## src/cpu_isa_pkg.sv

```systemverilog
package cpu_isa_pkg;

	// instruction field widths
	localparam int WORD_W     = 32;
	localparam int REG_ADDR_W = 5;
	localparam int OPCODE_W   = 6;
	localparam int FUNCT_W    = 6;
	localparam int SHAMT_W    = 5;
	localparam int IMM_W      = 16;

	typedef logic [WORD_W-1:0]     word_t;
	typedef logic [REG_ADDR_W-1:0] reg_addr_t;
	typedef logic [OPCODE_W-1:0]   opcode_t;
	typedef logic [FUNCT_W-1:0]    funct_t;
	typedef logic [SHAMT_W-1:0]    shamt_t;

	////////////////////////////////////////
	// opcodes
	localparam opcode_t OP_SPECIAL = 6'b000000;
	localparam opcode_t OP_ADDI    = 6'b001000;
	localparam opcode_t OP_ADDIU   = 6'b001001;
	localparam opcode_t OP_SLTI    = 6'b001010;
	localparam opcode_t OP_SLTIU   = 6'b001011;
	localparam opcode_t OP_ANDI    = 6'b001100;
	localparam opcode_t OP_ORI     = 6'b001101;
	localparam opcode_t OP_XORI    = 6'b001110;
	localparam opcode_t OP_LUI     = 6'b001111;
	localparam opcode_t OP_LW      = 6'b100011;
	localparam opcode_t OP_SW      = 6'b101011;

	////////////////////////////////////////
	// funct codes under OP_SPECIAL
	localparam funct_t FN_SLL  = 6'b000000;
	localparam funct_t FN_SRL  = 6'b000010;
	localparam funct_t FN_SRA  = 6'b000011;
	localparam funct_t FN_SLLV = 6'b000100;
	localparam funct_t FN_SRLV = 6'b000110;
	localparam funct_t FN_SRAV = 6'b000111;
	localparam funct_t FN_ADD  = 6'b100000;
	localparam funct_t FN_ADDU = 6'b100001;
	localparam funct_t FN_SUB  = 6'b100010;
	localparam funct_t FN_SUBU = 6'b100011;
	localparam funct_t FN_AND  = 6'b100100;
	localparam funct_t FN_OR   = 6'b100101;
	localparam funct_t FN_XOR  = 6'b100110;
	localparam funct_t FN_NOR  = 6'b100111;
	localparam funct_t FN_SLT  = 6'b101010;
	localparam funct_t FN_SLTU = 6'b101011;

endpackage
```

## src/cpu_pipe_pkg.sv

```systemverilog
package cpu_pipe_pkg;

	import cpu_isa_pkg::*;

	// one-hot ALU operation, one bit per function
	localparam int ALU_OPS = 12;

	typedef logic [ALU_OPS-1:0] alu_op_t;

	localparam int ALU_ADD  = 0;
	localparam int ALU_SUB  = 1;
	localparam int ALU_SLT  = 2;
	localparam int ALU_SLTU = 3;
	localparam int ALU_AND  = 4;
	localparam int ALU_NOR  = 5;
	localparam int ALU_OR   = 6;
	localparam int ALU_XOR  = 7;
	localparam int ALU_SLL  = 8;
	localparam int ALU_SRL  = 9;
	localparam int ALU_SRA  = 10;
	localparam int ALU_LUI  = 11;

	// operand selects
	typedef logic a_sel_t;
	typedef logic b_sel_t;

	localparam a_sel_t A_SEL_RS  = 1'b0;
	localparam a_sel_t A_SEL_SA  = 1'b1;
	localparam b_sel_t B_SEL_RT  = 1'b0;
	localparam b_sel_t B_SEL_IMM = 1'b1;

	////////////////////////////////////////
	// stage buses
	typedef struct packed {
		word_t     pc;
		alu_op_t   alu_op;
		a_sel_t    a_sel;
		b_sel_t    b_sel;
		shamt_t    shamt;
		word_t     rs_val;
		word_t     rt_val;
		word_t     imm;
		reg_addr_t dest;
		logic      rf_we;
		logic      load;
		logic      store;
	} de_bus_t;

	typedef struct packed {
		word_t     pc;
		word_t     alu_res;
		word_t     st_data;
		reg_addr_t dest;
		logic      rf_we;
		logic      load;
		logic      store;
	} em_bus_t;

	typedef struct packed {
		word_t     pc;
		word_t     alu_res;
		reg_addr_t dest;
		logic      rf_we;
		logic      load;
	} mw_bus_t;

endpackage

```

## src/cpu_top.sv

```systemverilog
`timescale 1ns/1ps

module cpu_top
	import cpu_isa_pkg::*;
	import cpu_pipe_pkg::*;
#(
	parameter word_t RESET_PC = 32'hbfc00000
)
(
	input  logic       clk,
	input  logic       rst,

	output logic       inst_sram_en,
	output word_t      inst_sram_addr,
	input  word_t      inst_sram_rdata,

	output logic       data_sram_en,
	output logic [3:0] data_sram_wen,
	output word_t      data_sram_addr,
	output word_t      data_sram_wdata,
	input  word_t      data_sram_rdata,

	output word_t      debug_wb_pc,
	output logic [3:0] debug_wb_rf_wen,
	output reg_addr_t  debug_wb_rf_wnum,
	output word_t      debug_wb_rf_wdata
);

	logic      if_valid;
	word_t     if_pc;
	reg_addr_t rf_raddr1;
	reg_addr_t rf_raddr2;
	word_t     rf_rdata1;
	word_t     rf_rdata2;
	logic      de_valid;
	de_bus_t   de_bus;
	logic      ex_valid;
	em_bus_t   em_bus;
	logic      rf_wen;
	reg_addr_t rf_waddr;
	word_t     rf_wdata;

	fetch_stage #(
		.RESET_PC (RESET_PC)
	) u_fetch (
		.clk            (clk),
		.rst            (rst),
		.inst_sram_en   (inst_sram_en),
		.inst_sram_addr (inst_sram_addr),
		.if_valid       (if_valid),
		.if_pc          (if_pc)
	);

	// instruction word goes straight from the SRAM into decode
	decode_stage u_decode (
		.clk       (clk),
		.rst       (rst),
		.if_valid  (if_valid),
		.if_pc     (if_pc),
		.inst      (inst_sram_rdata),
		.rf_raddr1 (rf_raddr1),
		.rf_raddr2 (rf_raddr2),
		.rf_rdata1 (rf_rdata1),
		.rf_rdata2 (rf_rdata2),
		.de_valid  (de_valid),
		.de_bus    (de_bus)
	);

	reg_file u_reg_file (
		.clk    (clk),
		.rst    (rst),
		.raddr1 (rf_raddr1),
		.raddr2 (rf_raddr2),
		.rdata1 (rf_rdata1),
		.rdata2 (rf_rdata2),
		.wen    (rf_wen),
		.waddr  (rf_waddr),
		.wdata  (rf_wdata)
	);

	execute_stage u_execute (
		.clk      (clk),
		.rst      (rst),
		.de_valid (de_valid),
		.de_bus   (de_bus),
		.ex_valid (ex_valid),
		.em_bus   (em_bus)
	);

	mem_wb_stage u_mem_wb (
		.clk             (clk),
		.rst             (rst),
		.ex_valid        (ex_valid),
		.em_bus          (em_bus),
		.data_sram_en    (data_sram_en),
		.data_sram_wen   (data_sram_wen),
		.data_sram_addr  (data_sram_addr),
		.data_sram_wdata (data_sram_wdata),
		.data_sram_rdata (data_sram_rdata),
		.rf_wen          (rf_wen),
		.rf_waddr        (rf_waddr),
		.rf_wdata        (rf_wdata),
		.debug_wb_pc     (debug_wb_pc),
		.debug_wb_rf_wen (debug_wb_rf_wen)
	);

	// trace shares the register file write port
	assign debug_wb_rf_wnum  = rf_waddr;
	assign debug_wb_rf_wdata = rf_wdata;

endmodule

```

## src/mem_wb_stage.sv

```systemverilog
`timescale 1ns/1ps

module mem_wb_stage
	import cpu_isa_pkg::*;
	import cpu_pipe_pkg::*;
(
	input  logic       clk,
	input  logic       rst,
	input  logic       ex_valid,
	input  em_bus_t    em_bus,
	output logic       data_sram_en,
	output logic [3:0] data_sram_wen,
	output word_t      data_sram_addr,
	output word_t      data_sram_wdata,
	input  word_t      data_sram_rdata,
	output logic       rf_wen,
	output reg_addr_t  rf_waddr,
	output word_t      rf_wdata,
	output word_t      debug_wb_pc,
	output logic [3:0] debug_wb_rf_wen
);

	logic    mw_valid;
	mw_bus_t mw_bus;

	////////////////////////////////////////
	// memory access, word only
	assign data_sram_en    = ex_valid && (em_bus.load || em_bus.store);
	assign data_sram_wen   = {4{ex_valid && em_bus.store}};
	assign data_sram_addr  = em_bus.alu_res;
	assign data_sram_wdata = em_bus.st_data;

	always_ff @(posedge clk)
	begin
		if (rst)
			mw_valid <= 1'b0;
		else
			mw_valid <= ex_valid;
	end

	always_ff @(posedge clk)
	begin
		mw_bus.pc      <= em_bus.pc;
		mw_bus.alu_res <= em_bus.alu_res;
		mw_bus.dest    <= em_bus.dest;
		mw_bus.rf_we   <= em_bus.rf_we;
		mw_bus.load    <= em_bus.load;
	end

	////////////////////////////////////////
	// write back, load data arrives this cycle
	assign rf_wen   = mw_valid && mw_bus.rf_we;
	assign rf_waddr = mw_bus.dest;
	assign rf_wdata = mw_bus.load ? data_sram_rdata : mw_bus.alu_res;

	assign debug_wb_pc     = mw_bus.pc;
	assign debug_wb_rf_wen = {4{rf_wen}};

endmodule

```

## src/execute_stage.sv

```systemverilog
`timescale 1ns/1ps

module execute_stage
	import cpu_isa_pkg::*;
	import cpu_pipe_pkg::*;
(
	input  logic    clk,
	input  logic    rst,
	input  logic    de_valid,
	input  de_bus_t de_bus,
	output logic    ex_valid,
	output em_bus_t em_bus
);

	word_t  a;
	word_t  b;
	shamt_t sh;
	word_t  result;

	assign a  = (de_bus.a_sel == A_SEL_SA) ? word_t'(de_bus.shamt) : de_bus.rs_val;
	assign b  = (de_bus.b_sel == B_SEL_IMM) ? de_bus.imm : de_bus.rt_val;
	assign sh = a[SHAMT_W-1:0];

	////////////////////////////////////////
	// alu, one-hot select
	always_comb
	begin
		result = '0;
		if (de_bus.alu_op[ALU_ADD])
			result |= a + b;
		if (de_bus.alu_op[ALU_SUB])
			result |= a - b;
		if (de_bus.alu_op[ALU_SLT])
			result |= word_t'($signed(a) < $signed(b));
		if (de_bus.alu_op[ALU_SLTU])
			result |= word_t'(a < b);
		if (de_bus.alu_op[ALU_AND])
			result |= a & b;
		if (de_bus.alu_op[ALU_NOR])
			result |= ~(a | b);
		if (de_bus.alu_op[ALU_OR])
			result |= a | b;
		if (de_bus.alu_op[ALU_XOR])
			result |= a ^ b;
		if (de_bus.alu_op[ALU_SLL])
			result |= b << sh;
		if (de_bus.alu_op[ALU_SRL])
			result |= b >> sh;
		if (de_bus.alu_op[ALU_SRA])
			result |= word_t'($signed(b) >>> sh);
		if (de_bus.alu_op[ALU_LUI])
			result |= {b[IMM_W-1:0], {(WORD_W-IMM_W){1'b0}}};
	end

	////////////////////////////////////////
	// execute/memory register
	always_ff @(posedge clk)
	begin
		if (rst)
			ex_valid <= 1'b0;
		else
			ex_valid <= de_valid;
	end

	always_ff @(posedge clk)
	begin
		em_bus.pc      <= de_bus.pc;
		em_bus.alu_res <= result;
		em_bus.st_data <= de_bus.rt_val;
		em_bus.dest    <= de_bus.dest;
		em_bus.rf_we   <= de_bus.rf_we;
		em_bus.load    <= de_bus.load;
		em_bus.store   <= de_bus.store;
	end

endmodule

```

## src/reg_file.sv

```systemverilog
`timescale 1ns/1ps

module reg_file
	import cpu_isa_pkg::*;
(
	input  logic      clk,
	input  logic      rst,
	input  reg_addr_t raddr1,
	input  reg_addr_t raddr2,
	output word_t     rdata1,
	output word_t     rdata2,
	input  logic      wen,
	input  reg_addr_t waddr,
	input  word_t     wdata
);

	// register zero has no storage
	word_t regs [1:31];

	always_ff @(posedge clk)
	begin
		if (rst)
		begin
			for (int i = 1; i < 32; i++)
				regs[i] <= '0;
		end
		else if (wen && waddr != '0)
			regs[waddr] <= wdata;
	end

	// same-cycle write seen by the read
	function automatic word_t read_port(input reg_addr_t addr);
		if (addr == '0)
			return '0;
		else if (wen && addr == waddr)
			return wdata;
		else
			return regs[addr];
	endfunction

	always_comb
	begin
		rdata1 = read_port(raddr1);
		rdata2 = read_port(raddr2);
	end

endmodule

```

## src/decode_stage.sv

```systemverilog
`timescale 1ns/1ps

module decode_stage
	import cpu_isa_pkg::*;
	import cpu_pipe_pkg::*;
(
	input  logic      clk,
	input  logic      rst,
	input  logic      if_valid,
	input  word_t     if_pc,
	input  word_t     inst,
	output reg_addr_t rf_raddr1,
	output reg_addr_t rf_raddr2,
	input  word_t     rf_rdata1,
	input  word_t     rf_rdata2,
	output logic      de_valid,
	output de_bus_t   de_bus
);

	opcode_t          op;
	funct_t           fn;
	reg_addr_t        rs;
	reg_addr_t        rt;
	reg_addr_t        rd;
	shamt_t           sa;
	logic [IMM_W-1:0] imm16;
	logic             zero_ext;
	logic             use_rd;
	de_bus_t          de_next;

	////////////////////////////////////////
	// fields
	assign op    = inst[31:26];
	assign rs    = inst[25:21];
	assign rt    = inst[20:16];
	assign rd    = inst[15:11];
	assign sa    = inst[10:6];
	assign fn    = inst[5:0];
	assign imm16 = inst[IMM_W-1:0];

	assign rf_raddr1 = rs;
	assign rf_raddr2 = rt;

	// logical immediates are zero extended
	assign zero_ext = (op == OP_ANDI) || (op == OP_ORI) || (op == OP_XORI);

	////////////////////////////////////////
	// control
	always_comb
	begin
		de_next        = '0;
		use_rd         = 1'b0;
		de_next.a_sel  = A_SEL_RS;
		de_next.b_sel  = B_SEL_RT;
		de_next.pc     = if_pc;
		de_next.shamt  = sa;
		de_next.rs_val = rf_rdata1;
		de_next.rt_val = rf_rdata2;
		de_next.imm    = zero_ext ? {{(WORD_W-IMM_W){1'b0}}, imm16}
		                          : {{(WORD_W-IMM_W){imm16[IMM_W-1]}}, imm16};
		case (op)
			OP_SPECIAL:
			begin
				use_rd        = 1'b1;
				de_next.rf_we = 1'b1;
				case (fn)
					FN_ADD, FN_ADDU: de_next.alu_op[ALU_ADD]  = 1'b1;
					FN_SUB, FN_SUBU: de_next.alu_op[ALU_SUB]  = 1'b1;
					FN_SLT:          de_next.alu_op[ALU_SLT]  = 1'b1;
					FN_SLTU:         de_next.alu_op[ALU_SLTU] = 1'b1;
					FN_AND:          de_next.alu_op[ALU_AND]  = 1'b1;
					FN_OR:           de_next.alu_op[ALU_OR]   = 1'b1;
					FN_XOR:          de_next.alu_op[ALU_XOR]  = 1'b1;
					FN_NOR:          de_next.alu_op[ALU_NOR]  = 1'b1;
					FN_SLLV:         de_next.alu_op[ALU_SLL]  = 1'b1;
					FN_SRLV:         de_next.alu_op[ALU_SRL]  = 1'b1;
					FN_SRAV:         de_next.alu_op[ALU_SRA]  = 1'b1;
					FN_SLL:
					begin
						de_next.alu_op[ALU_SLL] = 1'b1;
						de_next.a_sel           = A_SEL_SA;
					end
					FN_SRL:
					begin
						de_next.alu_op[ALU_SRL] = 1'b1;
						de_next.a_sel           = A_SEL_SA;
					end
					FN_SRA:
					begin
						de_next.alu_op[ALU_SRA] = 1'b1;
						de_next.a_sel           = A_SEL_SA;
					end
					default:         de_next.rf_we = 1'b0;
				endcase
			end
			OP_ADDI, OP_ADDIU: de_next.alu_op[ALU_ADD]  = 1'b1;
			OP_SLTI:           de_next.alu_op[ALU_SLT]  = 1'b1;
			OP_SLTIU:          de_next.alu_op[ALU_SLTU] = 1'b1;
			OP_ANDI:           de_next.alu_op[ALU_AND]  = 1'b1;
			OP_ORI:            de_next.alu_op[ALU_OR]   = 1'b1;
			OP_XORI:           de_next.alu_op[ALU_XOR]  = 1'b1;
			OP_LUI:            de_next.alu_op[ALU_LUI]  = 1'b1;
			OP_LW:
			begin
				de_next.alu_op[ALU_ADD] = 1'b1;
				de_next.load            = 1'b1;
			end
			OP_SW:
			begin
				de_next.alu_op[ALU_ADD] = 1'b1;
				de_next.store           = 1'b1;
			end
			default: ;
		endcase

		// immediate forms take b from imm16 and write rt unless storing
		if (op != OP_SPECIAL && de_next.alu_op != '0)
		begin
			de_next.b_sel = B_SEL_IMM;
			de_next.rf_we = !de_next.store;
		end

		// zero word is the nop
		if (inst == '0)
			de_next.rf_we = 1'b0;

		de_next.dest = use_rd ? rd : rt;
	end

	////////////////////////////////////////
	// decode/execute register
	always_ff @(posedge clk)
	begin
		if (rst)
			de_valid <= 1'b0;
		else
			de_valid <= if_valid;
	end

	always_ff @(posedge clk)
	begin
		de_bus <= de_next;
	end

endmodule

```

## src/fetch_stage.sv

```systemverilog
`timescale 1ns/1ps

module fetch_stage
	import cpu_isa_pkg::*;
#(
	parameter word_t RESET_PC = 32'hbfc00000
)
(
	input  logic  clk,
	input  logic  rst,
	output logic  inst_sram_en,
	output word_t inst_sram_addr,
	output logic  if_valid,
	output word_t if_pc
);

	word_t pc;
	logic  fetch_on;

	// one idle cycle after reset before the first request
	always_ff @(posedge clk)
	begin
		if (rst)
		begin
			fetch_on <= 1'b0;
			pc       <= RESET_PC;
			if_valid <= 1'b0;
		end
		else
		begin
			fetch_on <= 1'b1;
			if_valid <= fetch_on;
			if (fetch_on)
				pc <= pc + 32'd4;
		end
	end

	// pc of the word coming back from the SRAM
	always_ff @(posedge clk)
	begin
		if_pc <= pc;
	end

	assign inst_sram_en   = fetch_on;
	assign inst_sram_addr = pc;

endmodule

```

## config.mk

```make
export PLATFORM = sky130hd
export DESIGN_NAME = cpu_top
export DESIGN_NICKNAME = d
export VERILOG_FILES = /design/src/cpu_isa_pkg.sv /design/src/cpu_pipe_pkg.sv /design/src/cpu_top.sv /design/src/mem_wb_stage.sv /design/src/execute_stage.sv /design/src/reg_file.sv /design/src/decode_stage.sv /design/src/fetch_stage.sv
export SDC_FILE = /design/constraint.sdc
export NUM_CORES = 2
export LEC_CHECK = 0
export BUFFER_PORTS_ARGS = -buffer_cell sky130_fd_sc_hd__buf_2
export CORE_MARGIN = 2
export CORE_UTILIZATION = 40
export CTS_CLUSTER_SIZE = 20
export DETAILED_ROUTE_END_ITERATION = 10
export SKIP_LAST_GASP = 1
export SYNTH_ARGS = -nofsm -noshare
export SYNTH_HDL_FRONTEND = slang
export SYNTH_HIERARCHICAL = 1
export SYNTH_SLANG_ARGS = --single-unit
```

## constraint.sdc

```tcl
create_clock -name clk -period 3.8 [get_ports clk]
set_input_delay 0.76 -clock clk [delete_from_list [all_inputs] [get_ports clk]]
set_output_delay 0.76 -clock clk [all_outputs]
set_load 0.02 [all_outputs]
```

* Yosys cells after proc, flatten, opt, wreduce, memory -nomap -nowiden *
Memories as Yosys holds them, arrays and structs flattened.
Cells that the tools add are included.

cells by class
  add/subtract/negate cells = 3
  order comparisons = 2
  equal/unequal tests = 27
  shift operators = 3
  mux-type cells = 56
  bitwise logic cells = 15
  reduce and logical (&&, ||, !) cells = 28

operator list
  operator                 count
  $mux W32                 18
  $or A32 B32 Y32          10
  $eq A6 B6 Y1 const B     12
  $lt A32 B32 Y1           2
  $or A32 B1 Y32           2
  $eq A6 B4 Y1 const B     8
  $add A32 B3 Y32 const B  1
  $add A32 B32 Y32         1
  $and A32 B32 Y32         1
  $logic_not A32 Y1        1
  $not A32 Y32             1
  $reduce_or A32 Y1        1
  $shl A32 B5 Y32          1
  $shr A32 B5 Y32          1
  $sshr A32 B5 Y32         1
  $sub A32 B32 Y32         1
  $xor A32 B32 Y32         1
  $mux W1                  29
  $eq A6 B3 Y1 const B     3
  $reduce_or A16 Y1        1
  $eq A6 B2 Y1 const B     2
  $logic_not A6 Y1         2
  $pmux W1 S2              6
  $reduce_bool A12 Y1      1
  12 further kinds         27

word-level totals
  bits in registers = 384
  memory bits (writable) = 992
  bits of input ports = 66
  logic and storage cells = 167
  memories kept = 1

memories
  memory           depth  width  rd ports  clocked after Yosys merged registers in  wr ports  RTL line        text
  u_reg_file.regs  31     32     2         0                                        31        reg_file.sv:18  word_t regs [1:31];

* Depth between registers and ports, before layout *
  depth in word-level cells = 25
  depth in mapped cells = 17
  depth with buffers taken out = 14

* By module *
The synthesis kept the hierarchy.

modules (own cells, without submodules)
  module         times used  cells an instance  area an instance (µm²)
  reg_file       1           3,741              54,722.5
  execute_stage  1           1,555              11,952.7
  decode_stage   1           234                3,403.3
  mem_wb_stage   1           220                2,822.7
  fetch_stage    1           204                2,124.5

* Worst setup path before layout *
OpenSTA, ideal clock, no wires.

  path type = register to register
  start = register u_decode/de_bus[110] (netlist name)
  end = register u_execute/em_bus[70] (netlist name)
  library setup time = 127 ps
  data arrival time = 3,868 ps
  required time = 3,673 ps
  setup slack = -195 ps
  stages on the path, launching flop included = 17
  buffers on the path = 5
  period minus slack after synthesis = 3,995 ps
  cells stage by stage = dfxtp_1 -> buf_6 -> mux2i_1 -> clkbuf_1 -> clkbuf_1 -> clkbuf_1 -> ha_1 -> buf_4 -> nor2_1 -> o21ai_1 -> a2111o_1 -> a21oi_1 -> a211o_1 -> nand2_1 -> a21bo_2 -> mux2i_1 -> or3_1

between the ends
  word-level cells in the longest chain between the ends = 25
  elaborated cells on any way between the ends = 33
  those cells by class = 2 x add/sub; 3 x shift; 13 x mux; 15 x bitwise

ends and longest elaborated chain
  what                            RTL line             text
  $mux W32 *                      execute_stage.sv:20  assign a = (de_bus.a_sel == A_SEL_SA) ? word_t'(de_bus.shamt) : de_bus.rs_val;
  $add A32 B32 Y32                execute_stage.sv:30  result |= a + b;
  $mux W32                        execute_stage.sv:29  if (de_bus.alu_op[ALU_ADD])
  $or A32 B32 Y32                 execute_stage.sv:32  result |= a - b;
  $mux W32                        execute_stage.sv:31  if (de_bus.alu_op[ALU_SUB])
  $or A32 B1 Y32                  execute_stage.sv:34  result |= word_t'($signed(a) < $signed(b));
  $mux W32                        execute_stage.sv:33  if (de_bus.alu_op[ALU_SLT])
  $or A32 B1 Y32                  execute_stage.sv:36  result |= word_t'(a < b);
  [... 10 more ...]               --
  $mux W32                        execute_stage.sv:45  if (de_bus.alu_op[ALU_SLL])
  $or A32 B32 Y32                 execute_stage.sv:48  result |= b >> sh;
  $mux W32                        execute_stage.sv:47  if (de_bus.alu_op[ALU_SRL])
  $or A32 B32 Y32                 execute_stage.sv:50  result |= word_t'($signed(b) >>> sh);
  $mux W32 *                      execute_stage.sv:49  if (de_bus.alu_op[ALU_SRA])
  $or A32 B32 Y32                 execute_stage.sv:52  result |= {b[IMM_W-1:0], {(WORD_W-IMM_W){1'b0}}};
  $mux W32 *                      execute_stage.sv:51  if (de_bus.alu_op[ALU_LUI])
  named net u_execute.result[30]  execute_stage.sv:18  word_t result;

The timed path passes the listed nets; every way through them passes the cells marked *.
A chain may end at the register's enable or synchronous reset.

* Worst setup path in the final report *
  start = register u_decode/de_bus[109] (netlist name)
  end = register u_execute/em_bus[57] (netlist name)

between the ends
  word-level cells in the longest chain between the ends = 25
  elaborated cells on any way between the ends = 33
  those cells by class = 2 x add/sub; 3 x shift; 13 x mux; 15 x bitwise

ends and longest elaborated chain
  what                            RTL line             text
  $mux W32 *                      execute_stage.sv:21  assign b = (de_bus.b_sel == B_SEL_IMM) ? de_bus.imm : de_bus.rt_val;
  $add A32 B32 Y32                execute_stage.sv:30
  $mux W32                        execute_stage.sv:29
  $or A32 B32 Y32                 execute_stage.sv:32
  $mux W32                        execute_stage.sv:31
  $or A32 B1 Y32                  execute_stage.sv:34
  $mux W32                        execute_stage.sv:33
  $or A32 B1 Y32                  execute_stage.sv:36
  [... 10 more ...]               --
  $mux W32                        execute_stage.sv:45
  $or A32 B32 Y32                 execute_stage.sv:48
  $mux W32                        execute_stage.sv:47
  $or A32 B32 Y32                 execute_stage.sv:50
  $mux W32                        execute_stage.sv:49
  $or A32 B32 Y32                 execute_stage.sv:52
  $mux W32 *                      execute_stage.sv:51
  named net u_execute.result[17]  execute_stage.sv:18

Marked as above.

==> results.md <==
* Status: finished, final reports clean
* Highest-delay cell along the critical path: mux2i_1
* Clock sink count at 1399
* Sequential area share after synthesis at 50.99%
* Final period util at ~100%
* Die span in x at ~440 microns
* Remaining antenna violation count at 0
* I/O pins at 241
* Critical Path Fanout Max at 14
* Largest delay contributor family on the critical path: buffers and inverters
* Post-layout nets at 6434
* Sw frac at 29.72%
* RD Place Congestion at 1.016
* Post-Syn Instances at 5954
* Fin worst setup slack at roughly 49 ps
* # setup viols final at 0
* Avg WL per Cell at 33.06 microns
* Detailed Route WL at ~290000 microns
* Psw at between 0.01 and 0.015 W
* Worst path max stage delay at 440 ps
* Die height at between 400 and 500 microns
* H-tree levels at 4
* Syn-to-layout area delta at 14.88%
* Hold WS at 59.08 ps
* Post-DP HPWL at about 210000 microns
* CP Class: flop to flop
* Layout cells sized above 1 at between 20% and 30%
* P per Cell Area at 478.1 mW/mm^2
* GRT Overall Usage at 30.04%
* CTS tree: done
* Final Slew Violations at 0
* Post-synth EDFFs at about 1000
* Seq cells post-synth at 1399
* Clk pwr share at a little under two fifths
* Ys flop type: edfxtp_1
* Tmin final at 3751 ps
* CP most frequent cell: buf_4
* Yosys cell types at 114
* Reg area at 0.03827 sq mm
* Cell Chain, Critical Path: buf_4 -> buf_12 -> buf_16 -> mux2i_1 -> buf_4 -> mux2i_1 -> buf_4 -> mux2i_1 -> buf_4 -> mux2i_1 -> nand2_1 -> o21ai_0 -> buf_4 -> a211oi_1 -> o21ai_0
* Worst Hold Class: primary input to flop
* Syn. warnings at 6
* Worst EP arrival at 4450 ps
* Iteration-0 DRC count of the detailed router at 7561
* Clock buffer depth at 3
* CTS buffer count at 153
* Worst-skew pair later-pin latency at 830 ps
* Initial Util at 40.37%
* RSZ-0062 raised after global routing: true
* Clk slew on worst S/H paths at 70 ps
* Via count at around 54000
* Leak at 33.25 nW
* Die area at between 0.15 and 0.2 sq mm
* Multi-input gate area at 0.03331 sq mm
* Maximum capacitance violations at 0
* Hold-fix buffers, CTS at 0
* Global-route wire length before repair at 409200 microns
* Fillers at 16590
* Flop pwr share at roughly 43%
* Highest attainable clock frequency at 0.2666 GHz
* Pre-antenna DRT Iters at 9
* Antenna violations before repair at 31
* Slew headroom at 16.36%
* Async SR Flop Fraction at 0%
* Crit path buf inv count at 7
* Grt total ovfl at 0
* Core area at 0.1858 sq mm
* Int Pwr at 0.02896 W
* IO Port Bufs at 238
* Post-place setup slack at -87.55 ps
* Worst EP required at roughly 4500 ps
* Post-Syn Area per Cell at approximately 13 sq um
* Vias per inst at 6.095
* Residual DRC at 0
* Least-Margin Pin Slew at 1255 ps
* Commonest non-fill, non-tap cell in the layout: edfxtp_1
* Most frequent cells in the layout: edfxtp_1, and2_1, buf_4
* Post-Syn Area at around 0.075 sq mm
* Pin count of the biggest net entering global routing at 80
* Clock tree root driver cell: clkbuf_16
* Setup crit end kind: flop
* Fin. Hold Viols at 0
* Critical Path Start Type: flop
* Peak VDD IR at 0.4714 mV
* Skew final at 43.37 ps
* Final Cell Area at 0.08619 sq mm
* Combinational cell fraction of total power at 20.6%
* Row cnt at between 150 and 200
* Placement Cell Area at slightly above 0.08 sq mm
* Vias in the first global route at approximately 52000
logic make-up after synthesis:
kind of cell / Yosys count / synth area share, %
buffers and inverters: 791 / 5.230
AOI/OAI and AO/OA: 994 / 9.424
adders and majority gates: 103 / 1.738
other: 2 / 0.01001
and+or+nand+nor: 1723 / 13.09
xor gates and xnor gates: 61 / 0.7121
DFF: 1399 / 50.99
muxes: 881 / 18.81
synth_stat cells, types with 20 or more instances:
| library cell | n | area share [%] |
|---|---|---|
| edfxtp_1 | 1024 | 41 |
| and2_1 | 1000 | 8.3 |
| mux2i_1 | 399 | 5.3 |
| mux4_2 | 389 | 12 |
| dfxtp_1 | 375 | 10 |
| clkbuf_1 | 367 | 1.8 |
| nor2_1 | 212 | 1.1 |
| a21oi_1 | 204 | 1.4 |
| nand2_1 | 173 | 0.87 |
| buf_4 | 170 | 1.7 |
| a22oi_1 | 151 | 1.5 |
| o21ai_0 | 118 | 0.79 |
| ha_1 | 101 | 1.7 |
| inv_1 | 96 | 0.48 |
| buf_2 | 93 | 0.62 |
| nand3_1 | 60 | 0.40 |
| a22o_1 | 56 | 0.65 |
| o22ai_1 | 53 | 0.44 |
| o221ai_1 | 51 | 0.60 |
| xnor2_1 | 51 | 0.60 |
| nor2b_1 | 38 | 0.32 |
| nor3_1 | 38 | 0.25 |
| or2_2 | 38 | 0.32 |
| mux2_2 | 36 | 0.54 |
| nand4_1 | 34 | 0.28 |
| a221oi_1 | 33 | 0.39 |
| o211ai_1 | 33 | 0.33 |
| a211oi_1 | 31 | 0.31 |
| mux2_4 | 30 | 0.60 |
| o21ai_1 | 28 | 0.19 |
| a2111oi_0 | 27 | 0.32 |
| a221o_1 | 26 | 0.35 |
| nand2b_1 | 25 | 0.21 |
| buf_1 | 24 | 0.12 |
| o221a_2 | 20 | 0.30 |
| or3_1 | 20 | 0.17 |
power groups by stage:
stage / Sequential, W / Combinational, W / Clock, W
floorplan: 0.0175 / 0.00472 / 0
global placement: 0.0178 / 0.00826 / 0
detailed placement: 0.0178 / 0.00822 / 0
CTS: 0.0175 / 0.00826 / 0.0154
global route: 0.0176 / 0.00885 / 0.0160
finish: 0.0175 / 0.00849 / 0.0152
state kept, by name (all words and copies together), names as in the netlist:
| name | cells |
|---|---|
| u_execute/em_bus | 104 |
| u_fetch/if_valid | 1 |
| u_mem_wb/mw_valid | 1 |
| u_reg_file/regs | 1024 |
| u_fetch/inst_sram_en | 1 |
| u_fetch/inst_sram_addr | 30 |
| u_mem_wb/debug_wb_pc | 32 |
| u_mem_wb/mw_bus | 34 |
| u_execute/ex_valid | 1 |
| u_fetch/if_pc | 30 |
| u_decode/de_valid | 1 |
| u_mem_wb/rf_waddr | 5 |
| u_decode/de_bus | 135 |
what timing repair did:
action                                  CTS  global route
buffers inserted                          0            11
endpoints found under the setup margin    3            13
pin swaps                                 0             2
resized for setup                         2            23
layer usage:
metal  routed length, microns  global-route usage (%)  share of wire, %  vias to the layer above
met1                   115000                   39.82                39                    27640
met2                   135500                   47.34                46                     3102
li1                         -                       -                 -                    22830
met5                      141                       0             0.048                        -
met4                    13110                   12.04               4.5                       20
met3                    29870                   7.275                10                      528
path summary, 6_finish.rpt:
path                                              to  depth (start not counted)                  from  slack (ps)
worst max-delay path            u_execute/em_bus[57]                         15  u_decode/de_bus[109]          50
worst min register to register  u_decode/de_bus[152]                          0     u_fetch/if_pc[29]         310
worst min-delay path            u_decode/de_bus[107]                          1    inst_sram_rdata[9]          60
worst max register to register  u_execute/em_bus[57]                         15  u_decode/de_bus[109]          50
stage by stage:
step	TNS (ps)	power (W)	util, %	instances
finish	0	0.04121	46.38	8879
global route	-26.79	0.04237	46.37	8871
CTS	0	0.04115	46.27	8860
detailed placement	-189.1	0.02605	43.56	8579
global placement	-104.8	0.02606	43.56	8579
floorplan	0	0.02222	-	5988
area by class of cell:
| cell class | instances | area share [%] |
|---|---|---|
| clock buffer | 201 | 4.933 |
| timing repair buffer | 796 | 6.984 |
| sequential | 1399 | 44.40 |
| multi-input combinational | 3798 | 38.65 |
| tap | 2480 | 3.600 |
| inverter | 117 | 0.5124 |
| clock inverter | 80 | 0.9058 |
| antenna | 8 | 0.02323 |
Note: power is estimated with default switching activity, not from simulation.
